==> src/verilog/axi_slave_pkg.sv <==
package axi_slave_pkg;

    //////////////////////////////
    // widths and codes

    localparam int addr_w    = 32;          // axi address width
    localparam int id_w      = 4;
    localparam int len_w     = 4;           // axi3 burst length field
    localparam int size_w    = 3;
    localparam int data_w    = 32;
    localparam int strb_w    = 4;
    localparam int mem_bytes = 128;
    localparam int mem_aw    = 7;           // byte index into the memory

    localparam logic [1:0] burst_fixed = 2'b00;
    localparam logic [1:0] burst_incr  = 2'b01;
    localparam logic [1:0] burst_wrap  = 2'b10;

    localparam logic [1:0] resp_okay   = 2'b00;

    //////////////////////////////
    // beat word, seen whole or per lane

    typedef union packed {
        logic [data_w-1:0]         word;
        logic [strb_w-1:0][7:0]    bytes;   // bytes[0] is lane 0, bits 7:0
    } beat_word_t;

    //////////////////////////////
    // address rules

    // wrap boundary in bytes = beats * bytes per beat
    function automatic logic [7:0] wrap_boundary(input logic [len_w-1:0]  len,
                                                 input logic [size_w-1:0] size);
        logic [7:0] beats;
        beats = 8'(len) + 8'd1;
        return beats << size;
    endfunction

    // next address after a step of some bytes under the burst rule
    function automatic logic [addr_w-1:0] step_addr(input logic [addr_w-1:0] addr,
                                                    input logic [3:0]        step,
                                                    input logic [1:0]        burst,
                                                    input logic [7:0]        boundary);
        logic [addr_w-1:0] nxt;
        logic [addr_w-1:0] mask;
        nxt  = addr + addr_w'(step);
        mask = addr_w'(boundary) - 1'b1;    // boundary is a power of two
        if (burst == burst_fixed || step == 4'd0)
            return addr;
        if (burst == burst_wrap && boundary != 8'd0 && (nxt & mask) == '0)
            nxt = nxt - addr_w'(boundary);  // fold back to the wrap base
        return nxt;
    endfunction

endpackage

==> src/verilog/axi_burst_if.sv <==
`timescale 1ns/100ps

// one accepted burst, handed from the address stage to a data stage
interface axi_burst_if
    import axi_slave_pkg::*;
();

    logic                valid;     // a burst is buffered
    logic                take;      // last beat done, frees the buffer
    logic [addr_w-1:0]   addr;
    logic [len_w-1:0]    len;
    logic [size_w-1:0]   size;
    logic [1:0]          burst;
    logic [id_w-1:0]     id;

    modport src (
        output valid,
        output addr,
        output len,
        output size,
        output burst,
        output id,
        input  take
    );

    modport dst (
        input  valid,
        input  addr,
        input  len,
        input  size,
        input  burst,
        input  id,
        output take
    );

endinterface

==> src/verilog/axi_addr_stage.sv <==
`timescale 1ns/100ps

module axi_addr_stage
    import axi_slave_pkg::*;
(
    input  logic                clk,
    input  logic                resetn,
    input  logic                req_valid,
    output logic                req_ready,
    input  logic [id_w-1:0]     req_id,
    input  logic [addr_w-1:0]   req_addr,
    input  logic [len_w-1:0]    req_len,
    input  logic [size_w-1:0]   req_size,
    input  logic [1:0]          req_burst,
    axi_burst_if.src            burst
);

    typedef enum logic [1:0] {
        st_idle  = 2'b00,       // buffer empty, waiting for a request
        st_ready = 2'b01,       // ready pulse, request taken at the next edge
        st_full  = 2'b10        // burst held until the data stage takes it
    } state_t;

    state_t state, state_nxt;

    logic [id_w-1:0]    id_q;
    logic [addr_w-1:0]  addr_q;
    logic [len_w-1:0]   len_q;
    logic [size_w-1:0]  size_q;
    logic [1:0]         burst_q;

    //////////////////////////////
    // request FSM

    always_comb begin
        state_nxt = state;
        case (state)
            st_idle:  if (req_valid) state_nxt = st_ready;
            st_ready: state_nxt = req_valid ? st_full : st_idle;   // master holds valid
            st_full:  if (burst.take) state_nxt = st_idle;
            default:  state_nxt = st_idle;
        endcase
    end

    always_ff @(posedge clk or negedge resetn) begin
        if (!resetn) begin
            state <= st_idle;
        end else begin
            state <= state_nxt;
        end
    end

    assign req_ready = (state == st_ready);

    //////////////////////////////
    // one-entry request buffer

    always_ff @(posedge clk) begin
        if (req_valid && req_ready) begin
            id_q    <= req_id;
            addr_q  <= req_addr;
            len_q   <= req_len;
            size_q  <= req_size;
            burst_q <= req_burst;
        end
    end

    assign burst.valid = (state == st_full);
    assign burst.id    = id_q;
    assign burst.addr  = addr_q;
    assign burst.len   = len_q;
    assign burst.size  = size_q;
    assign burst.burst = burst_q;

    // wrap only for 2, 4, 8 or 16 beats of at most 4 bytes
    a_wrap_legal: assert property (@(posedge clk) disable iff (!resetn)
        req_valid && req_ready && req_burst == burst_wrap |->
            (req_len inside {4'd1, 4'd3, 4'd7, 4'd15}) && req_size <= 3'd2);

    // master keeps valid up through the ready pulse
    a_valid_held: assert property (@(posedge clk) disable iff (!resetn)
        req_ready |-> req_valid);

endmodule

==> src/flat_wrapper.sv <==
// flat-port wrapper written by rule: the top's interface ports become plain ports
module axi_addr_stage_flat import axi_slave_pkg::*;
  (clk, resetn, req_valid, req_ready, req_id, req_addr, req_len, req_size, req_burst, burst_valid, burst_addr, burst_len, burst_size, burst_burst, burst_id, burst_take);
  axi_burst_if burst_i ();
  input  logic clk;
  input  logic resetn;
  input  logic req_valid;
  output logic req_ready;
  input  logic [id_w-1:0] req_id;
  input  logic [addr_w-1:0] req_addr;
  input  logic [len_w-1:0] req_len;
  input  logic [size_w-1:0] req_size;
  input  logic [1:0] req_burst;
  output wire logic [$bits(burst_i.valid)-1:0] burst_valid;
  output wire logic [$bits(burst_i.addr)-1:0] burst_addr;
  output wire logic [$bits(burst_i.len)-1:0] burst_len;
  output wire logic [$bits(burst_i.size)-1:0] burst_size;
  output wire logic [$bits(burst_i.burst)-1:0] burst_burst;
  output wire logic [$bits(burst_i.id)-1:0] burst_id;
  input wire logic [$bits(burst_i.take)-1:0] burst_take;
  assign burst_valid = burst_i.valid;
  assign burst_addr = burst_i.addr;
  assign burst_len = burst_i.len;
  assign burst_size = burst_i.size;
  assign burst_burst = burst_i.burst;
  assign burst_id = burst_i.id;
  assign burst_i.take = burst_take;
  axi_addr_stage u_core (.clk(clk), .resetn(resetn), .req_valid(req_valid), .req_ready(req_ready), .req_id(req_id), .req_addr(req_addr), .req_len(req_len), .req_size(req_size), .req_burst(req_burst), .burst(burst_i));
endmodule
==> config.mk <==
export PLATFORM = sky130hd
export DESIGN_NAME = axi_addr_stage_flat
export DESIGN_NICKNAME = d
export VERILOG_FILES = /design/src/verilog/axi_slave_pkg.sv /design/src/verilog/axi_burst_if.sv /design/src/verilog/axi_addr_stage.sv /design/src/flat_wrapper.sv
export SDC_FILE = /design/constraint.sdc
export NUM_CORES = 1
export LEC_CHECK = 0
export ABC_AREA = 1
export ABC_CLOCK_PERIOD_IN_PS = 2000
export BUFFER_PORTS_ARGS = -buffer_cell sky130_fd_sc_hd__buf_2
export CAP_MARGIN = 20
export CORE_MARGIN = 1
export CORE_UTILIZATION = 40
export DETAILED_ROUTE_END_ITERATION = 6
export HOLD_SLACK_MARGIN = 0.1
export PLACE_DENSITY = 0.89
export SYNTH_ARGS = -nofsm -noshare
export SYNTH_HDL_FRONTEND = slang
export SYNTH_SLANG_ARGS = --single-unit
export TNS_END_PERCENT = 50
==> constraint.sdc <==
create_clock -name clk -period 2 [get_ports clk]
set_input_delay 0.2 -clock clk [delete_from_list [all_inputs] [get_ports clk]]
set_output_delay 0.2 -clock clk [all_outputs]
set_load 0.02 [all_outputs]
==> results.txt <==
* Status: complete, no violations
* Maximum number of buffers from clock root to sink: 2
* Clock tree from TritonCTS: built
- Critical path startpoint category: flop
- Initial core utilization: 0.426
- Via/cell ratio: about 4.4
- CTS clk-pin slew, worst paths: between 100 and 150 ps
- Routability-driven placement finished with a final weighted congestion of ~0.69.
- For this run, the total global-route usage over all layers was measured as 0.221.
* Vias in the first global route: approximately 1.3k
* Final period demand of the worst path: 1540 ps
* Post-CTS Setup Inserts: 0
- Library cells used by synthesis: 8
* Syn Std Cell Area: around 0.0015 mm²
* Post-synth EDFFs: 45
* Final sum of negative setup slack: 0 ps
* Num Clock Sinks: 47
- Crit Path Max Fanout: 18
* CTS Root Buffer Type: sky130_fd_sc_hd__clkbuf_4
- The analysis attributes to cell leakage a power of 1.10 nW.
- For the pin with the worst max-slew slack, the measured transition is 400 ps.
- In the synthesized netlist, the number of instances is about 60.
- Of all cell types, the one taking the most synthesized area is sky130_fd_sc_hd__edfxtp_1.
- Overall routed net length: approximately 4000 µm
- Number of inserted diodes: 0
* Deepest level of the CTS H-tree: 2
* Final design utilization: 0.744
* Pin count of the biggest net entering global routing: 22
* Number of antenna violations at the first check in global routing: 0
- After synthesis, the share of flip-flops with an asynchronous set or reset is 0.0426.
* Most area-consuming cells after synthesis: sky130_fd_sc_hd__edfxtp_1 (93%), sky130_fd_sc_hd__dfrtp_1 (3.4%), sky130_fd_sc_hd__inv_1 (1.5%)
- Worst hold-check slack: 140 ps
- Final-report max-slew violation count: 0
- In this run the remaining antenna-violating nets after routing total 0.
* Average routed wire per standard cell: 15.7 µm
- Synth top cells by count: sky130_fd_sc_hd__edfxtp_1 (45), sky130_fd_sc_hd__inv_1 (6), sky130_fd_sc_hd__dfrtp_1 (2), sky130_fd_sc_hd__nand2_1 (2)
- Peak supply drop: 0.556 mV
- Share of cells above drive strength 1: 0.502
- STA puts the critical path data required time at about 2100 ps.
- For this block, the via count after detailed routing is approximately 1.1k.
* Fin. Hold Viols: 0
- CP Data Arrival Time: 1610 ps
- Share of the synthesized area in the top cell type: 0.929
- Type of the tightest min-delay check: in2async
* Ratio of final minimum period to clock period: 0.768
- The pre-antenna-repair detailed-routing pass consisted of 4 iterations.
* Reg-to-Reg Start: u_core.state[1]
- The most used flip-flop cell after synthesis is sky130_fd_sc_hd__edfxtp_1.
- DRC viols: 0
- TritonCTS Buffers: 5
- Setup repair after global routing left no endpoint under its margin.
* Post-synthesis area per instance: 24.7 µm²
- Category of the most critical setup path: reg2reg
- The most critical setup path has its startpoint at u_core.state[1].
* Count of warnings emitted by yosys: 0
- Post-synthesis sequential element count: 47
- Measured along the x axis, the die boundary spans approximately 62 µm.
- Count of routing violations after the opening detailed-route iteration: 38
* Total power per unit cell area: 747 mW/mm²
* Number of nets at the end of the flow: between 200 and 300
- Placeable core region: roughly 0.0034 mm²
* Type of destination of the critical path: flop
- Max-cap violations in this run came to 0.
- For this run, the register share of the synthesized area comes to 0.963.
- The first global-routing pass estimated just over 6000 µm of wire.
* Final setup vio count: 0
- After legalization and detailed placement, the total HPWL measured around 2100 µm.
- Area enclosed by the die boundary: 0.00388 mm²
- Net count of the mapped netlist: between 100 and 150
- Across the routed clock network, the largest skew measured is between 20 and 25 ps.
- In this run the vertical extent of the chip is ~62 µm.
- sky130_fd_sc_hd__edfxtp_1 is the most common cell in the netlist.
- The initialized floorplan defines 21 standard-cell rows.
* Clock insertion delay at the later pin of the skew report: roughly 360 ps
* Achievable Freq: about 650 MHz
- Congestion Overflow GR: 0
* Max-slew headroom: 0.733
- Relative to the synthesized area, the layout overhead comes to 74.5%.
- Top-level I/O count: 96
- In this run the tool buffered the top-level ports with 95 buffer cells.
## report_power, final
part | switching (mW) | internal [mW]
Clock | 0.288 | 0.136
Sequential | 0.0216 | 1.15
Combinational | 0.163 | 0.141
## what timing repair did
item / 4_1_cts / 5_1_grt
hold endpoints to repair: 48 / 0
gates resized for setup: 0 / 0
hold buffers: 47 / 0
## layer usage
metal	up-vias	GRT usage	share of wire	wire length, µm
met4	0	0.0581	0.012	48
li1	521	-	-	-
met1	522	0.245	0.38	1530
met3	7	0.0919	0.10	419
met5	-	0	0	0
met2	89	0.391	0.51	2040
## through the flow
step           area (µm²)  std cells  power (mW)  worst slack [ps]
2_1_floorplan        1460         59        1.30               178
3_3_place_gp         2020        202        1.40               595
3_5_place_dp         2020        202        1.41               527
4_1_cts              2540        257        1.88               518
5_1_grt              2540        257        1.97               385
6_report             2540        257        1.90               464
## logic make-up after synthesis
| family | share of synthesized area |
|---|---|
| DFF | 0.963 |
| and+or+nand+nor | 0.0215 |
| buffers and inverters | 0.0155 |
## state kept, by name (all words and copies together), names as in the netlist
register and flops:
u_core.burst.len 4, u_core.burst.burst 2, u_core.burst.addr 32, u_core.state 2, u_core.burst.id 4, u_core.burst.size 3
## layout by cell type (no fill, tap or decap), drive strengths merged
cell type,n
nor2,1
clkbuf,6
edfxtp,45
nor3,1
clkinvlp,1
nand3,2
buf,97
clkinv,1
nand2,2
inv,6
dfrtp,2
dlygate4sd3,47
## critical path: stages, from the launching register on
cell and delay, ps:
sky130_fd_sc_hd__dfrtp_1 440, sky130_fd_sc_hd__inv_1 120, sky130_fd_sc_hd__nand3_2 100, sky130_fd_sc_hd__inv_2 330, sky130_fd_sc_hd__buf_4 250
## final timing paths
check | slack [ps] | to | depth (start not counted)
max | 460 | u_core.burst.size[0] | 4
min | 140 | u_core.state[0] | 2
max reg2reg | 460 | u_core.burst.size[0] | 4
min reg2reg | 540 | u_core.state[0] | 1
max in group asynchronous | 1740 | u_core.state[1] | 2
min in group clk | 160 | u_core.state[1] | 4
## cell type report
cell class / count / area, µm²
Tap cell: 46 / 57.6
Inverter: 6 / 22.5
Timing Repair Buffer: 144 / 973
Fill cell: 217 / 876
Clock inverter: 2 / 12.5
Clock buffer: 6 / 41.3
Sequential cell: 47 / 1400
Multi-Input combinational cell: 6 / 31.3
(Power assumes the default switching activity.)
