[src/verilog/axi_slave_pkg.sv]
package axi_slave_pkg;

    //////////////////////////////
    // widths and codes

    localparam int addr_w    = 32;          // axi address width
    localparam int id_w      = 4;
    localparam int len_w     = 4;           // axi3 burst length field
    localparam int size_w    = 3;
    localparam int data_w    = 32;
    localparam int strb_w    = 4;
    localparam int mem_bytes = 128;
    localparam int mem_aw    = 7;           // byte index into the memory

    localparam logic [1:0] burst_fixed = 2'b00;
    localparam logic [1:0] burst_incr  = 2'b01;
    localparam logic [1:0] burst_wrap  = 2'b10;

    localparam logic [1:0] resp_okay   = 2'b00;

    //////////////////////////////
    // beat word, seen whole or per lane

    typedef union packed {
        logic [data_w-1:0]         word;
        logic [strb_w-1:0][7:0]    bytes;   // bytes[0] is lane 0, bits 7:0
    } beat_word_t;

    //////////////////////////////
    // address rules

    // wrap boundary in bytes = beats * bytes per beat
    function automatic logic [7:0] wrap_boundary(input logic [len_w-1:0]  len,
                                                 input logic [size_w-1:0] size);
        logic [7:0] beats;
        beats = 8'(len) + 8'd1;
        return beats << size;
    endfunction

    // next address after a step of some bytes under the burst rule
    function automatic logic [addr_w-1:0] step_addr(input logic [addr_w-1:0] addr,
                                                    input logic [3:0]        step,
                                                    input logic [1:0]        burst,
                                                    input logic [7:0]        boundary);
        logic [addr_w-1:0] nxt;
        logic [addr_w-1:0] mask;
        nxt  = addr + addr_w'(step);
        mask = addr_w'(boundary) - 1'b1;    // boundary is a power of two
        if (burst == burst_fixed || step == 4'd0)
            return addr;
        if (burst == burst_wrap && boundary != 8'd0 && (nxt & mask) == '0)
            nxt = nxt - addr_w'(boundary);  // fold back to the wrap base
        return nxt;
    endfunction

endpackage

[src/verilog/axi_burst_if.sv]
`timescale 1ns/100ps

// one accepted burst, handed from the address stage to a data stage
interface axi_burst_if
    import axi_slave_pkg::*;
();

    logic                valid;     // a burst is buffered
    logic                take;      // last beat done, frees the buffer
    logic [addr_w-1:0]   addr;
    logic [len_w-1:0]    len;
    logic [size_w-1:0]   size;
    logic [1:0]          burst;
    logic [id_w-1:0]     id;

    modport src (
        output valid,
        output addr,
        output len,
        output size,
        output burst,
        output id,
        input  take
    );

    modport dst (
        input  valid,
        input  addr,
        input  len,
        input  size,
        input  burst,
        input  id,
        output take
    );

endinterface

[src/verilog/axi_read_stage.sv]
`timescale 1ns/100ps

module axi_read_stage
    import axi_slave_pkg::*;
(
    input  logic                          clk,
    input  logic                          resetn,
    axi_burst_if.dst                      burst,
    output logic [strb_w-1:0][mem_aw-1:0] mem_raddr,
    input  logic [strb_w-1:0][7:0]        mem_rbyte,
    input  logic                          rready,
    output logic                          rvalid,
    output logic [id_w-1:0]               rid,
    output beat_word_t                    rdata,
    output logic [1:0]                    rresp,
    output logic                          rlast
);

    logic               hs;
    logic               load;           // present a new beat at this edge
    logic [len_w-1:0]   beat_cnt;
    logic [len_w-1:0]   ld_cnt;
    logic [addr_w-1:0]  next_q;         // start address of the following beat
    logic [addr_w-1:0]  ld_addr;
    logic [addr_w-1:0]  lane_end;
    logic [strb_w-1:0]  lane_on;        // lanes inside the beat size
    logic [1:0]         lane_burst;
    logic [7:0]         boundary;
    beat_word_t         rd_beat;

    assign hs         = rvalid && rready;
    assign load       = (burst.valid && !rvalid) || (hs && !rlast);
    assign ld_addr    = rvalid ? next_q : burst.addr;
    assign ld_cnt     = rvalid ? beat_cnt + 1'b1 : '0;
    assign boundary   = wrap_boundary(burst.len, burst.size);
    assign lane_burst = (burst.burst == burst_wrap) ? burst_wrap : burst_incr;

    always_comb begin
        case (burst.size)
            3'd0:    lane_on = 4'b0001;
            3'd1:    lane_on = 4'b0011;
            default: lane_on = 4'b1111;
        endcase
    end

    //////////////////////////////
    // lane addresses and data

    always_comb begin
        lane_end = ld_addr;
        for (int i = 0; i < strb_w; i++) begin
            mem_raddr[i]  = lane_end[mem_aw-1:0];
            rd_beat.bytes[i] = lane_on[i] ? mem_rbyte[i] : 8'h00;  // upper lanes zero
            lane_end      = step_addr(lane_end, {3'b000, lane_on[i]}, lane_burst, boundary);
        end
    end

    always_ff @(posedge clk or negedge resetn) begin
        if (!resetn) begin
            rvalid   <= 1'b0;
            rlast    <= 1'b0;
            beat_cnt <= '0;
        end else if (load) begin
            rvalid   <= 1'b1;
            rlast    <= (ld_cnt == burst.len);
            beat_cnt <= ld_cnt;
        end else if (hs) begin
            rvalid   <= 1'b0;   // last beat gone
            rlast    <= 1'b0;
        end
    end

    always_ff @(posedge clk) begin
        if (load) begin
            next_q <= (burst.burst == burst_fixed) ? ld_addr : lane_end;
            rid    <= burst.id;
            rdata  <= rd_beat;
        end
    end

    assign rresp      = resp_okay;
    assign burst.take = hs && rlast;

    a_rdata_hold: assert property (@(posedge clk) disable iff (!resetn)
        rvalid && !rready |=> rvalid && $stable(rdata));

endmodule

[src/flat_wrapper.sv]
// flat-port wrapper written by rule: the top's interface ports become plain ports
module axi_read_stage_flat import axi_slave_pkg::*;
  (clk, resetn, mem_raddr, mem_rbyte, rready, rvalid, rid, rdata, rresp, rlast, burst_valid, burst_addr, burst_len, burst_size, burst_burst, burst_id, burst_take);
  axi_burst_if burst_i ();
  input  logic clk;
  input  logic resetn;
  output logic [strb_w-1:0][mem_aw-1:0] mem_raddr;
  input  logic [strb_w-1:0][7:0] mem_rbyte;
  input  logic rready;
  output logic rvalid;
  output logic [id_w-1:0] rid;
  output beat_word_t rdata;
  output logic [1:0] rresp;
  output logic rlast;
  input wire logic [$bits(burst_i.valid)-1:0] burst_valid;
  input wire logic [$bits(burst_i.addr)-1:0] burst_addr;
  input wire logic [$bits(burst_i.len)-1:0] burst_len;
  input wire logic [$bits(burst_i.size)-1:0] burst_size;
  input wire logic [$bits(burst_i.burst)-1:0] burst_burst;
  input wire logic [$bits(burst_i.id)-1:0] burst_id;
  output wire logic [$bits(burst_i.take)-1:0] burst_take;
  assign burst_i.valid = burst_valid;
  assign burst_i.addr = burst_addr;
  assign burst_i.len = burst_len;
  assign burst_i.size = burst_size;
  assign burst_i.burst = burst_burst;
  assign burst_i.id = burst_id;
  assign burst_take = burst_i.take;
  axi_read_stage u_core (.clk(clk), .resetn(resetn), .burst(burst_i), .mem_raddr(mem_raddr), .mem_rbyte(mem_rbyte), .rready(rready), .rvalid(rvalid), .rid(rid), .rdata(rdata), .rresp(rresp), .rlast(rlast));
endmodule
[config.mk]
export PLATFORM = sky130hd
export DESIGN_NAME = axi_read_stage_flat
export DESIGN_NICKNAME = d
export VERILOG_FILES = /design/src/verilog/axi_slave_pkg.sv /design/src/verilog/axi_burst_if.sv /design/src/verilog/axi_read_stage.sv /design/src/flat_wrapper.sv
export SDC_FILE = /design/constraint.sdc
export NUM_CORES = 1
export LEC_CHECK = 0
export ABC_CLOCK_PERIOD_IN_PS = 16520
export BUFFER_PORTS_ARGS = -buffer_cell sky130_fd_sc_hd__buf_2
export CORE_MARGIN = 10
export CORE_UTILIZATION = 58
export DETAILED_ROUTE_END_ITERATION = 6
export PLACE_DENSITY = 0.78
export SKIP_LAST_GASP = 1
export SLEW_MARGIN = 25
export SYNTH_ARGS = -nofsm -noshare
export SYNTH_HDL_FRONTEND = slang
export SYNTH_SLANG_ARGS = --single-unit
[constraint.sdc]
create_clock -name clk -period 16.52 [get_ports clk]
set_input_delay 0.826 -clock clk [delete_from_list [all_inputs] [get_ports clk]]
set_output_delay 0.826 -clock clk [all_outputs]
set_load 0.05 [all_outputs]
==> summary.md <==
| Metric | Value |
|---|---|
| Post-route ant nets | 0 |
| Drt drc | 2 |
| Register area share after synthesis | between 10 and 15% |
| Critical path's most frequent cell | ha_1 |
| # fillers | approximately 2700 |
| Max Fclk | ~62 MHz |
| Synth warnings | 0 |
| DR WL/cell | approximately 26 µm |
| Die Wd | 192 µm |
| Cells after synthesis | approximately 2300 |
| Via density | between 7 and 8 |
| DP Wirelength | roughly 59000 µm |
| Setup violators final | 0 |
| WL final | 74500 µm |
| Yosys cell types | 133 |
| First-pass GRT wire length | 112000 µm |
| Fraction of layout cells with a size suffix above 1 | between 10% and 20% |
| Core area | ~29000 µm² |
| Cell at the slowest stage of the critical path | dfrtp_4 |
| CP Data Arrival Time | approximately 16 ns |
| Cts hold-fix bufs | 0 |
| Crit-path max cell delay | between 0.6 and 0.7 ns |
| Clk_lat worst skew | approximately 0.38 ns |
| Post-layout util | around 65% |
| Inserted Diodes | 0 |
| Mean area per synthesized cell | about 7.3 µm² |
| Final instance area | roughly 19000 µm² |
| Antenna violations before repair | 0 |
| Die Y | ~190 µm |
| Clock sinks | 74 |
| Ys flop type | edfxtp_1 |
| Placed Instance Area | between 15000 and 20000 µm² |
| Slew margin rel. | ~27% |
| Final nets | 2582 |
| DRT Pass-1 Iters | 7 |
| Final hold violations | 0 |
| FP Rows | 62 |
| CTS buffer count | 9 |
| Commonest non-fill, non-tap cell in the layout | nand2_1 |
| Initial Util | around 59% |
| Slew Viols, Final | 0 |
| Asr flop ratio synth | 8.11% |
| Total GRT Usage | slightly below 40% |
| TritonCTS clock tree | built |
| Synth-to-Final Area Change | 9.58% |
| Routability cong. | between 1 and 1.5 |
| Most frequent cells in the layout | nand2_1 (228), nor2_1 (209), xnor2_1 (150) |
| Full die area | 36700 µm² |
| CP endpoint kind | register |
| CP Max Fanout | 29 |
| Ports | 150 |
| Global route overflow | 0 |
| Number of global-route vias before repair | between 15000 and 20000 |
| CTS clk-pin slew, worst paths | 0.08 ns |
| Synth Cell Area | ~17000 µm² |
| Crit path time final | ~16 ns |
| Clk buf depth | 2 |
| DR iter-0 viols | 3302 |
| DR vias | approximately 21000 |
| Crit path kind | reg -> reg |
| Port Buffers | approximately 150 |
| Post-Route Skew | 0.0180 ns |
| Largest net degree at the start of global routing | 63 |
| Failing checks | DRC |
| RSZ-0062 raised after global routing | yes |
| Req. time, crit path | ~17 ns |
| Run status | finished, violations left |
| EDFF count, synth | between 60 and 70 |
| MaxCap Viol Count | 0 |
| Seq cells post-synth | 74 |
| Hold Crit Class | in -> async |
| H-Tree Depth | 3 |
| Startpoint types | register |
| Final Cycle Share | a little over nine tenths |
| WHS | ~0.28 ns |
| Clk root buf | clkbuf_16 |
| Worst-margin pin slew | between 1 and 1.5 ns |
==> layer usage <==
layer / up-vias / GRT usage, % / wire [µm]
li1: 9185 / - / -
met1: 9691 / 50.4 / 28500
met2: 1698 / 57.0 / 30800
met3: 310 / 14.3 / 11600
met4: 0 / 15.3 / 3630
met5: - / 0 / 0
==> state kept, by name, indices dropped and copies added (netlist names) <==
register / count
u_core.next_q: 32
u_core.rdata: 32
u_core.beat_cnt: 4
u_core.rid: 4
u_core.rlast: 1
u_core.rvalid: 1
==> final timing paths <==
kind,start,endpoint,slack [ns],cells past startpoint
setup / recovery,u_core.rvalid,u_core.next_q[7],0.43,53
hold / removal,resetn,u_core.beat_cnt[0],0.28,1
setup reg to reg,u_core.rvalid,u_core.next_q[7],0.43,53
hold reg to reg,u_core.rlast,u_core.rlast,0.56,2
max in group asynchronous,resetn,u_core.rvalid,16.07,1
min in group clk,u_core.rlast,u_core.rlast,0.56,2
==> critical path, delay by kind of cell (launching register included) <==
kind / cells / cell delay (ns)
xor gates and xnor gates: 1 / 0.39
adders and majority gates: 6 / 1.77
AOI/OAI and AO/OA: 20 / 5.49
DFF: 1 / 0.68
buffers and inverters: 4 / 0.76
muxes: 3 / 0.72
and+or+nand+nor: 19 / 6.03
==> synthesized netlist by cell type, types with 38 or more instances <==
| master | n | area [µm²] |
|---|---|---|
| edfxtp_1 | 68 | 2040 |
| nor3_1 | 107 | 536 |
| nor4_1 | 46 | 288 |
| xnor2_1 | 151 | 1320 |
| nand2_1 | 228 | 856 |
| nand3_1 | 104 | 521 |
| clkbuf_1 | 60 | 225 |
| a21oi_1 | 130 | 651 |
| xor2_1 | 65 | 569 |
| ha_1 | 38 | 475 |
| inv_1 | 52 | 195 |
| o21ai_0 | 97 | 485 |
| nand4_1 | 56 | 350 |
| a31oi_1 | 50 | 313 |
| nor2_1 | 212 | 796 |
| and2_1 | 46 | 288 |
| mux2i_1 | 49 | 490 |
==> metrics by stage <==
stage	setup slack (ns)	setup TNS, ns	instances
5_1_grt	-0.0867	-0.244	2848
2_1_floorplan	0.0436	0	2336
3_5_place_dp	0.506	0	2829
4_1_cts	0.545	0	2845
6_report	0.432	0	2848
3_3_place_gp	0.724	0	2829
==> cells by family (layout without fill, tap and decap cells) <==
family,after synthesis,after routing,share of synthesized area [%]
adder cells (fa/ha/maj),50,50,3.73
other,1,2,0.0220
flip-flops,74,74,12.8
AND/OR/NAND/NOR,1094,1094,35.2
multiplexers,72,72,4.41
AO/OA/AOI/OAI,650,650,27.3
buffers and inverters,169,297,4.56
XOR/XNOR,225,225,12.0
==> area by class of cell <==
type	instances	area (µm²)	area share (%)
clock inverters	7	60.1	0.321
repair buffers	224	1320	7.05
multi-input cells	2093	14200	76.0
inverters	57	214	1.14
well taps	384	480	2.57
flip-flops and latches	74	2200	11.7
clock buffers	9	225	1.20
==> what timing repair did <==
action                     in CTS  in global routing
gates resized for setup         0                 12
setup endpoints to repair       0                 31
buffers inserted                0                  3
Power is left out: the tool's default activity adds up to more than one toggle a clock period on the data nets, which glitch-free logic cannot reach.
