**config.mk**
```make
export PLATFORM = sky130hd
export DESIGN_NAME = axi_write_stage_flat
export DESIGN_NICKNAME = d
export VERILOG_FILES = /design/src/verilog/axi_slave_pkg.sv /design/src/verilog/axi_burst_if.sv /design/src/verilog/axi_write_stage.sv /design/src/flat_wrapper.sv
export SDC_FILE = /design/constraint.sdc
export NUM_CORES = 1
export LEC_CHECK = 0
export BUFFER_PORTS_ARGS = -buffer_cell sky130_fd_sc_hd__buf_2
export CAP_MARGIN = 5
export CORE_MARGIN = 2
export CORE_UTILIZATION = 35
export DETAILED_ROUTE_END_ITERATION = 10
export HOLD_SLACK_MARGIN = 0.02
export PLACE_DENSITY = 0.5
export SLEW_MARGIN = 10
export SYNTH_ARGS = -nofsm -noshare
export SYNTH_HDL_FRONTEND = slang
export SYNTH_SLANG_ARGS = --single-unit
export TNS_END_PERCENT = 1
```
**constraint.sdc**
```tcl
create_clock -name clk -period 16.3 [get_ports clk]
set_input_delay 1.63 -clock clk [delete_from_list [all_inputs] [get_ports clk]]
set_output_delay 1.63 -clock clk [all_outputs]
set_load 0.01 [all_outputs]
```
**src/verilog/axi_slave_pkg.sv**
```systemverilog
package axi_slave_pkg;

    //////////////////////////////
    // widths and codes

    localparam int addr_w    = 32;          // axi address width
    localparam int id_w      = 4;
    localparam int len_w     = 4;           // axi3 burst length field
    localparam int size_w    = 3;
    localparam int data_w    = 32;
    localparam int strb_w    = 4;
    localparam int mem_bytes = 128;
    localparam int mem_aw    = 7;           // byte index into the memory

    localparam logic [1:0] burst_fixed = 2'b00;
    localparam logic [1:0] burst_incr  = 2'b01;
    localparam logic [1:0] burst_wrap  = 2'b10;

    localparam logic [1:0] resp_okay   = 2'b00;

    //////////////////////////////
    // beat word, seen whole or per lane

    typedef union packed {
        logic [data_w-1:0]         word;
        logic [strb_w-1:0][7:0]    bytes;   // bytes[0] is lane 0, bits 7:0
    } beat_word_t;

    //////////////////////////////
    // address rules

    // wrap boundary in bytes = beats * bytes per beat
    function automatic logic [7:0] wrap_boundary(input logic [len_w-1:0]  len,
                                                 input logic [size_w-1:0] size);
        logic [7:0] beats;
        beats = 8'(len) + 8'd1;
        return beats << size;
    endfunction

    // next address after a step of some bytes under the burst rule
    function automatic logic [addr_w-1:0] step_addr(input logic [addr_w-1:0] addr,
                                                    input logic [3:0]        step,
                                                    input logic [1:0]        burst,
                                                    input logic [7:0]        boundary);
        logic [addr_w-1:0] nxt;
        logic [addr_w-1:0] mask;
        nxt  = addr + addr_w'(step);
        mask = addr_w'(boundary) - 1'b1;    // boundary is a power of two
        if (burst == burst_fixed || step == 4'd0)
            return addr;
        if (burst == burst_wrap && boundary != 8'd0 && (nxt & mask) == '0)
            nxt = nxt - addr_w'(boundary);  // fold back to the wrap base
        return nxt;
    endfunction

endpackage

```
**src/verilog/axi_burst_if.sv**
```systemverilog
`timescale 1ns/100ps

// one accepted burst, handed from the address stage to a data stage
interface axi_burst_if
    import axi_slave_pkg::*;
();

    logic                valid;     // a burst is buffered
    logic                take;      // last beat done, frees the buffer
    logic [addr_w-1:0]   addr;
    logic [len_w-1:0]    len;
    logic [size_w-1:0]   size;
    logic [1:0]          burst;
    logic [id_w-1:0]     id;

    modport src (
        output valid,
        output addr,
        output len,
        output size,
        output burst,
        output id,
        input  take
    );

    modport dst (
        input  valid,
        input  addr,
        input  len,
        input  size,
        input  burst,
        input  id,
        output take
    );

endinterface

```
**src/verilog/axi_write_stage.sv**
```systemverilog
`timescale 1ns/100ps

module axi_write_stage
    import axi_slave_pkg::*;
(
    input  logic                          clk,
    input  logic                          resetn,
    axi_burst_if.dst                      burst,
    input  logic                          wvalid,
    output logic                          wready,
    input  beat_word_t                    wdata,
    input  logic [strb_w-1:0]             wstrb,
    input  logic                          wlast,
    input  logic                          bready,
    output logic                          bvalid,
    output logic [id_w-1:0]               bid,
    output logic [1:0]                    bresp,
    output logic [strb_w-1:0]             mem_we,
    output logic [strb_w-1:0][mem_aw-1:0] mem_waddr,
    output logic [strb_w-1:0][7:0]        mem_wbyte
);

    logic               hs;             // beat handshake
    logic               first;          // next beat is the first of a burst
    logic [len_w-1:0]   beat_cnt;
    logic [addr_w-1:0]  beat_addr;
    logic [addr_w-1:0]  cur_addr;
    logic [addr_w-1:0]  lane_end;
    logic [addr_w-1:0]  next_addr;
    logic [1:0]         lane_burst;
    logic [7:0]         boundary;

    assign hs         = wvalid && wready;
    assign boundary   = wrap_boundary(burst.len, burst.size);
    assign cur_addr   = first ? burst.addr : beat_addr;

    // inside a beat the bytes are always consecutive, wrap still folds
    assign lane_burst = (burst.burst == burst_wrap) ? burst_wrap : burst_incr;

    //////////////////////////////
    // byte packing

    // each set lane takes the next address, clear lanes take no step
    always_comb begin
        lane_end = cur_addr;
        for (int i = 0; i < strb_w; i++) begin
            mem_waddr[i] = lane_end[mem_aw-1:0];
            lane_end     = step_addr(lane_end, {3'b000, wstrb[i]}, lane_burst, boundary);
        end
    end

    assign next_addr  = (burst.burst == burst_fixed) ? cur_addr : lane_end;
    assign mem_we     = hs ? wstrb : '0;
    assign mem_wbyte  = wdata.bytes;
    assign burst.take = hs && wlast;
    assign bresp      = resp_okay;

    //////////////////////////////
    // beat and response control

    always_ff @(posedge clk or negedge resetn) begin
        if (!resetn) begin
            wready   <= 1'b0;
            bvalid   <= 1'b0;
            first    <= 1'b1;
            beat_cnt <= '0;
        end else begin
            wready <= burst.valid && wvalid && !wready && !bvalid;  // one-cycle pulse
            if (hs) begin
                first    <= wlast;
                beat_cnt <= wlast ? '0 : beat_cnt + 1'b1;
            end
            if (hs && wlast)
                bvalid <= 1'b1;
            else if (bvalid && bready)
                bvalid <= 1'b0;
        end
    end

    always_ff @(posedge clk) begin
        if (hs)
            beat_addr <= next_addr;
        if (hs && wlast)
            bid <= burst.id;        // response id of the finished burst
    end

    a_strb_set: assert property (@(posedge clk) disable iff (!resetn)
        hs |-> wstrb != '0);

    // wlast must land on beat len+1 of the buffered burst
    a_wlast_cnt: assert property (@(posedge clk) disable iff (!resetn)
        hs |-> (wlast == (beat_cnt == burst.len)));

endmodule

```
**src/flat_wrapper.sv**
```systemverilog
// flat-port wrapper written by rule: the top's interface ports become plain ports
module axi_write_stage_flat import axi_slave_pkg::*;
  (clk, resetn, wvalid, wready, wdata, wstrb, wlast, bready, bvalid, bid, bresp, mem_we, mem_waddr, mem_wbyte, burst_valid, burst_addr, burst_len, burst_size, burst_burst, burst_id, burst_take);
  axi_burst_if burst_i ();
  input  logic clk;
  input  logic resetn;
  input  logic wvalid;
  output logic wready;
  input  beat_word_t wdata;
  input  logic [strb_w-1:0] wstrb;
  input  logic wlast;
  input  logic bready;
  output logic bvalid;
  output logic [id_w-1:0] bid;
  output logic [1:0] bresp;
  output logic [strb_w-1:0] mem_we;
  output logic [strb_w-1:0][mem_aw-1:0] mem_waddr;
  output logic [strb_w-1:0][7:0] mem_wbyte;
  input wire logic [$bits(burst_i.valid)-1:0] burst_valid;
  input wire logic [$bits(burst_i.addr)-1:0] burst_addr;
  input wire logic [$bits(burst_i.len)-1:0] burst_len;
  input wire logic [$bits(burst_i.size)-1:0] burst_size;
  input wire logic [$bits(burst_i.burst)-1:0] burst_burst;
  input wire logic [$bits(burst_i.id)-1:0] burst_id;
  output wire logic [$bits(burst_i.take)-1:0] burst_take;
  assign burst_i.valid = burst_valid;
  assign burst_i.addr = burst_addr;
  assign burst_i.len = burst_len;
  assign burst_i.size = burst_size;
  assign burst_i.burst = burst_burst;
  assign burst_i.id = burst_id;
  assign burst_take = burst_i.take;
  axi_write_stage u_core (.clk(clk), .resetn(resetn), .burst(burst_i), .wvalid(wvalid), .wready(wready), .wdata(wdata), .wstrb(wstrb), .wlast(wlast), .bready(bready), .bvalid(bvalid), .bid(bid), .bresp(bresp), .mem_we(mem_we), .mem_waddr(mem_waddr), .mem_wbyte(mem_wbyte));
endmodule
```
==> results of run 1 <==
==> how the worst max path moves through the flow <==
stage / from / end / slack [ps]
floorplan: burst_size[0] / u_core.beat_addr[29]$_DFFE_PP_ / 1060
global placement: burst_addr[0] / u_core.beat_addr[27]$_DFFE_PP_ / -50
detailed placement: burst_addr[0] / u_core.beat_addr[29]$_DFFE_PP_ / -110
CTS: burst_addr[0] / u_core.beat_addr[29]$_DFFE_PP_ / 130
global route: burst_addr[0] / u_core.beat_addr[1]$_DFFE_PP_ / -20
finish: burst_addr[0] / u_core.beat_addr[2]$_DFFE_PP_ / 650
==> area by class of cell <==
type / count / area, um^2
Clock buffer: 5 / 125
Antenna cell: 1 / 2.50
Sequential cell: 39 / 1160
Inverter: 60 / 225
Multi-Input combinational cell: 1980 / 13600
Timing Repair Buffer: 279 / 1860
Fill cell: 4733 / 26500
Clock inverter: 3 / 20.0
Tap cell: 592 / 741
==> per-stage QoR <==
step	total power, mW	util (%)
2_1_floorplan	0.763	-
3_3_place_gp	1.08	39.4
3_5_place_dp	1.08	39.4
4_1_cts	1.19	39.7
5_1_grt	1.30	40.1
6_report	1.23	40.2
==> cell families after synthesis <==
family / after synthesis
adder cells (fa/ha/maj): 50
buffers and inverters: 211
flip-flops: 39
multiplexers: 106
AND/OR/NAND/NOR: 1058
other: 1
XOR/XNOR: 192
AO/OA/AOI/OAI: 572
==> synthesized netlist by cell type (all sizes together), types with 17 or more instances <==
library cell,instances
a211o,17
a211oi,17
a21o,22
a21oi,100
a31oi,50
and2,32
and3,57
and4,33
buf,85
clkbuf,66
edfxtp,36
ha,39
inv,59
mux2,31
mux2i,75
nand2,198
nand2b,27
nand3,104
nand4,79
nor2,192
nor2b,19
nor3,93
nor4,65
o211ai,32
o21ai,110
o22ai,18
o31ai,18
or2,30
or3,39
or4,17
xnor2,140
xor2,50
==> sequential cells by signal (all words and copies together) (netlist names) <==
signal	count
u_core.beat_addr	32
u_core.bvalid	1
u_core.wready	1
u_core.first	1
u_core.bid	4
==> power by group through the flow <==
stage	registers (mW)	logic, mW	clock network, mW
floorplan	0.123	0.640	0
global placement	0.128	0.953	0
detailed placement	0.128	0.953	0
CTS	0.126	0.958	0.108
global route	0.126	1.06	0.110
finish	0.126	0.995	0.106
==> worst max-delay path, delay by kind of cell <==
kind / cells / cell delay [ps]
AOI/OAI and AO/OA: 15 / 4060
xor gates and xnor gates: 1 / 300
adders and majority gates: 5 / 1200
buffers and inverters: 8 / 1450
muxes: 4 / 850
and+or+nand+nor: 25 / 6210
==> cells in the final DEF (no fill, tap or decap), drive strengths merged, types with 22 or more instances in the layout <==
master    n
buf     279
nand2   198
nor2    192
xnor2   140
o21ai   110
nand3   104
a21oi   100
nor3     93
nand4    79
mux2i    75
nor4     65
inv      59
and3     57
xor2     50
a31oi    50
ha       39
or3      39
edfxtp   36
and4     33
o211ai   32
and2     32
mux2     31
or2      30
nand2b   27
a21o     22
==> metal layers <==
metal / up-vias / GRT usage (%)
li1: 8792 / -
met1: 9139 / 43.6
met2: 871 / 47.6
met3: 119 / 2.27
met4: 0 / 10.0
met5: - / 0
==> what timing repair did <==
action	CTS	global route
setup endpoints to repair	0	32
gates resized for setup	0	28
setup buffers	0	9
==> results.json, run 1 <==
{
  "first_pass_iters": 5,
  "row_count": 77,
  "synth-adder-area-share_pct": 4.08,
  "syn_inst": 2229,
  "synthFlopType": "edfxtp_1",
  "drc_errors": 0,
  "grtUsageTotal_pct": 30.3,
  "drt_iter0_drc": 1743,
  "dieArea_mm2": 0.0465,
  "clockBufferDepth": 2,
  "ios": 160,
  "power_density_mw_per_mm2": 69.1,
  "die_w_um": 216,
  "intPower_mw": 0.533,
  "r2r_end": "u_core.beat_addr[2]$_DFFE_PP_",
  "setup_ws_ps": 652,
  "seq_power_share_pct": 10.3,
  "dpl.hpwl_mm": 59.7,
  "holdPathEnd": "u_core.wready$_DFF_PN0_",
  "async_reset_ff_share_pct": 7.69,
  "avgRoutedWirePerCell_um": 24.8,
  "yosys.area.top_type_share_pct": 7.77,
  "drv_cap": 0,
  "gp_congestion": 0.980,
  "whs_ps": 463,
  "r2r_cells": 55,
  "tightest_slew_ps": 864,
  "routed_wl_mm": 73.5,
  "routed_via_density": 6.39,
  "hold_buffers": 0,
  "wl_met2_mm": 32.0,
  "ys_seq_area_share_pct": 7.39,
  "arrival_ps": 15690,
  "critPathLaunchType": "input pin",
  "ir_drop_v": 0.0000418,
  "netSwitchingPower_mw": 0.694,
  "min_period_over_period_pct": 96.0,
  "setup_viol": 0,
  "synth_area_mm2": 0.0157,
  "vias": 18900,
  "coreArea_mm2": 0.0442,
  "synth_edf_count": 36,
  "critical_path.slowest_cell": "or4_1",
  "portBuffers": 93,
  "die_y_um": 216,
  "clock_power_share_pct": 8.6,
  "grt_max_degree": 69,
  "htree_num_levels": 2,
  "slew_headroom_pct": 40.8,
  "yosysUniqueCellTypes": 131,
  "crit_type": "input pin to flop",
  "synth_xor_area_share_pct": 11.0,
  "clock_skew_ps": 12.6,
  "r2r_slack_ps": 1030,
  "p_comb_share_pct": 81.1,
  "final_max_slew_viol_count": 0,
  "ys_warn_count": 0,
  "synth_mux_area_share_pct": 7.09,
  "tritoncts": "yes",
  "top_layer": "met4",
  "ant_nets": 0,
  "dp_slack_ps": -115,
  "fin_area_mm2": 0.0178,
  "grt_pass1_wl_mm": 109,
  "grt_pass1_vias": 17500,
  "clkTransAtPathRegs_ps": 60,
  "ys_seq_elements": 39,
  "final_cells": 2959,
  "met3_length_mm": 5.17,
  "hp-start": "u_core.bvalid$_DFFE_PN0P_",
  "start_util_pct": 35.4,
  "antenna_found_initial": 1,
  "r2r_start": "u_core.first$_DFFE_PN1P_",
  "grt-ovfl-total": 0,
  "met1_length_mm": 34.0,
  "status": "complete, no violations",
  "nNetsFinal": 2495,
  "hold_viol_final": 0,
  "swShare_pct": 56.6,
  "max_freq_mhz": 63.9,
  "worstPathMaxFanout": 9,
  "clk_latency_ps": 310,
  "synth_top_family_by_area": "simple AND/OR/NAND/NOR gates",
  "end_kind": "flop",
  "synth_compound_area_share_pct": 26.0,
  "min_path_cells": 1,
  "crit_top_cell": "buf_4",
  "cts_root_buf": "clkbuf_16",
  "cp.required_ps": 16350,
  "synth_area_leaders": "xnor2_1 7.8%, edfxtp_1 6.9%, mux2i_1 4.7%, nand2_1 4.7%, nor2_1 4.6%",
  "synth_area_per_cell_um2": 7.03,
  "drive_gt1_share_pct": 18.8,
  "placed_cells": 2941,
  "syn_to_final_growth_pct": 13.4,
  "cts_made_buffers": 5,
  "period_minus_slack_ps": 15650,
  "numClockSinks": 39,
  "yosys.area.top_type": "xnor2_1",
  "p_leak_nw": 6.62,
  "cpPeakStageDelay_ps": 700,
  "final.setup.tns_ps": 0,
  "place_area_mm2": 0.0174,
  "yosys.area_share.simple_pct": 37.8,
  "hold_class": "flop to flop"
}
Power figures use the tool's default switching activity.
==> run 2, diff against run 1 <==
Settings changed: BUFFER_PORTS_ARGS -buffer_cell sky130_fd_sc_hd__buf_2 to -buffer_cell sky130_fd_sc_hd__buf_4.
==> results.json, run 2 (synthesis gave the netlist of run 1 again) <==
{
  "htree_num_levels": 2,
  "r2r_cells": 56,
  "mostFrequentLayoutCell": "buf_4",
  "drive_gt1_share_pct": 18.9,
  "final_cells": 2960,
  "gp_congestion": 1.00,
  "grtUsageTotal_pct": 30.9,
  "drv_cap": 0,
  "multiInputGateArea_mm2": 0.0137,
  "worstPathMaxFanout": 15,
  "ant_nets": 0,
  "status": "complete, no violations",
  "fillers": 4714,
  "cpPeakStageDelay_ps": 620,
  "r2r_end": "u_core.beat_addr[29]$_DFFE_PP_",
  "min_path_cells": 1,
  "r2r_start": "u_core.first$_DFFE_PN1P_",
  "grt_max_degree": 69,
  "grt-ovfl-total": 0,
  "critPathLaunchType": "input pin",
  "clockBufferDepth": 2,
  "routed_via_density": 6.39,
  "slew_headroom_pct": 40.6,
  "crit_top_cell": "buf_4",
  "syn_to_final_growth_pct": 15.5,
  "tritoncts": "yes",
  "p_leak_nw": 6.75,
  "end_kind": "flop",
  "n_antenna_cell": 0,
  "reg_top3": "u_core.beat_addr x32, u_core.bid x4",
  "grt_pass1_vias": 17600,
  "largest_register_ffs": 32,
  "routed_wl_mm": 74.7,
  "first_pass_iters": 5,
  "dp_slack_ps": 30.6,
  "ir_drop_v": 0.0000381,
  "ios": 160,
  "ff_latch_area_mm2": 0.00116,
  "final_max_slew_viol_count": 0,
  "holdPathEnd": "u_core.wready$_DFF_PN0_",
  "drc_errors": 0,
  "vias": 18900,
  "clkTransAtPathRegs_ps": 70,
  "row_count": 77,
  "portBuffers": 93,
  "placed_cells": 2949,
  "arrival_ps": 15700,
  "power_mw": 1.25,
  "final_cell_mix": "277 x buf_4, 195 x nand2_1, 190 x nor2_1",
  "drt_iter0_drc": 1883,
  "dieArea_mm2": 0.0465,
  "hold_viol_final": 0,
  "critical_path.slowest_cell": "or4_1",
  "clk_latency_ps": 310,
  "nNetsFinal": 2497,
  "start_util_pct": 35.4,
  "coreArea_mm2": 0.0442,
  "cp.required_ps": 16440,
  "grt_pass1_wl_mm": 112,
  "numClockSinks": 39,
  "hold_class": "flop to flop",
  "hold_buffers": 0,
  "hp-start": "u_core.bvalid$_DFFE_PN0P_",
  "die_y_um": 216,
  "period_minus_slack_ps": 15560,
  "die_w_um": 216,
  "dpl.hpwl_mm": 60.9,
  "avgRoutedWirePerCell_um": 25.2,
  "crit_type": "input pin to flop",
  "setup_ws_ps": 739,
  "max_freq_mhz": 64.3,
  "tightest_slew_ps": 866,
  "setup_viol": 0,
  "cts_made_buffers": 5,
  "top_register": "u_core.beat_addr",
  "clock_skew_ps": 11.2,
  "min_period_over_period_pct": 95.5,
  "cts_root_buf": "clkbuf_16",
  "power_density_mw_per_mm2": 69.0,
  "r2r_slack_ps": 1120,
  "antenna_found_initial": 1
}
## run 2: timing repair
item | 4_1_cts | 5_1_grt
setup endpoints to repair | 0 | 32
setup buffers | 0 | 3
gates resized for setup | 0 | 32
## run 2: worst max-delay path by stage
stage	cells after the start	startpoint	endpoint
floorplan	58	burst_size[0]	u_core.beat_addr[29]$_DFFE_PP_
global placement	57	burst_addr[0]	u_core.beat_addr[29]$_DFFE_PP_
CTS	57	burst_addr[0]	u_core.beat_addr[29]$_DFFE_PP_
detailed placement	57	burst_addr[0]	u_core.beat_addr[29]$_DFFE_PP_
finish	50	burst_len[0]	u_core.beat_addr[29]$_DFFE_PP_
global route	56	burst_addr[0]	u_core.beat_addr[29]$_DFFE_PP_
## run 2: cell type report
cell class | instances | area share, %
tap | 592 | 4.09
inverter | 60 | 1.24
clock inverter | 3 | 0.111
timing repair buffer | 281 | 11.9
clock buffer | 5 | 0.691
sequential | 39 | 6.40
multi-input combinational | 1980 | 75.6
## run 2: routing by layer
layer | track usage, % | vias up | part of all wire, %
met2 | 50.4 | 842 | 45
met5 | 0 | - | 0
met4 | 7.38 | 0 | 2.3
met3 | 2.35 | 105 | 7.3
met1 | 44.2 | 9178 | 45
li1 | - | 8797 | -
## run 2: power by group
part	total [mW]	switching [mW]	internal, mW
combinational	1.02	0.643	0.374
sequential	0.125	0.00624	0.119
clock	0.107	0.0499	0.0567
## run 2: worst max-delay path, delay by kind of cell
family / cells / cell delay (ps)
buf+inv: 7 / 1310
fa+ha+maj: 4 / 1220
compound gates: 14 / 2860
mux: 1 / 400
simple gates: 22 / 7650
xor+xnor: 2 / 580
## run 2: per-stage QoR
step                utilization (%)  hold WS, ps  cell area, um^2  TNS (ps)
global route                   40.9          501            18100     -94.4
detailed placement             40.1          485            17700         0
finish                         40.9          478            18100         0
CTS                            40.5          488            17900         0
floorplan                         -          495            15700         0
global placement               40.1          463            17700         0
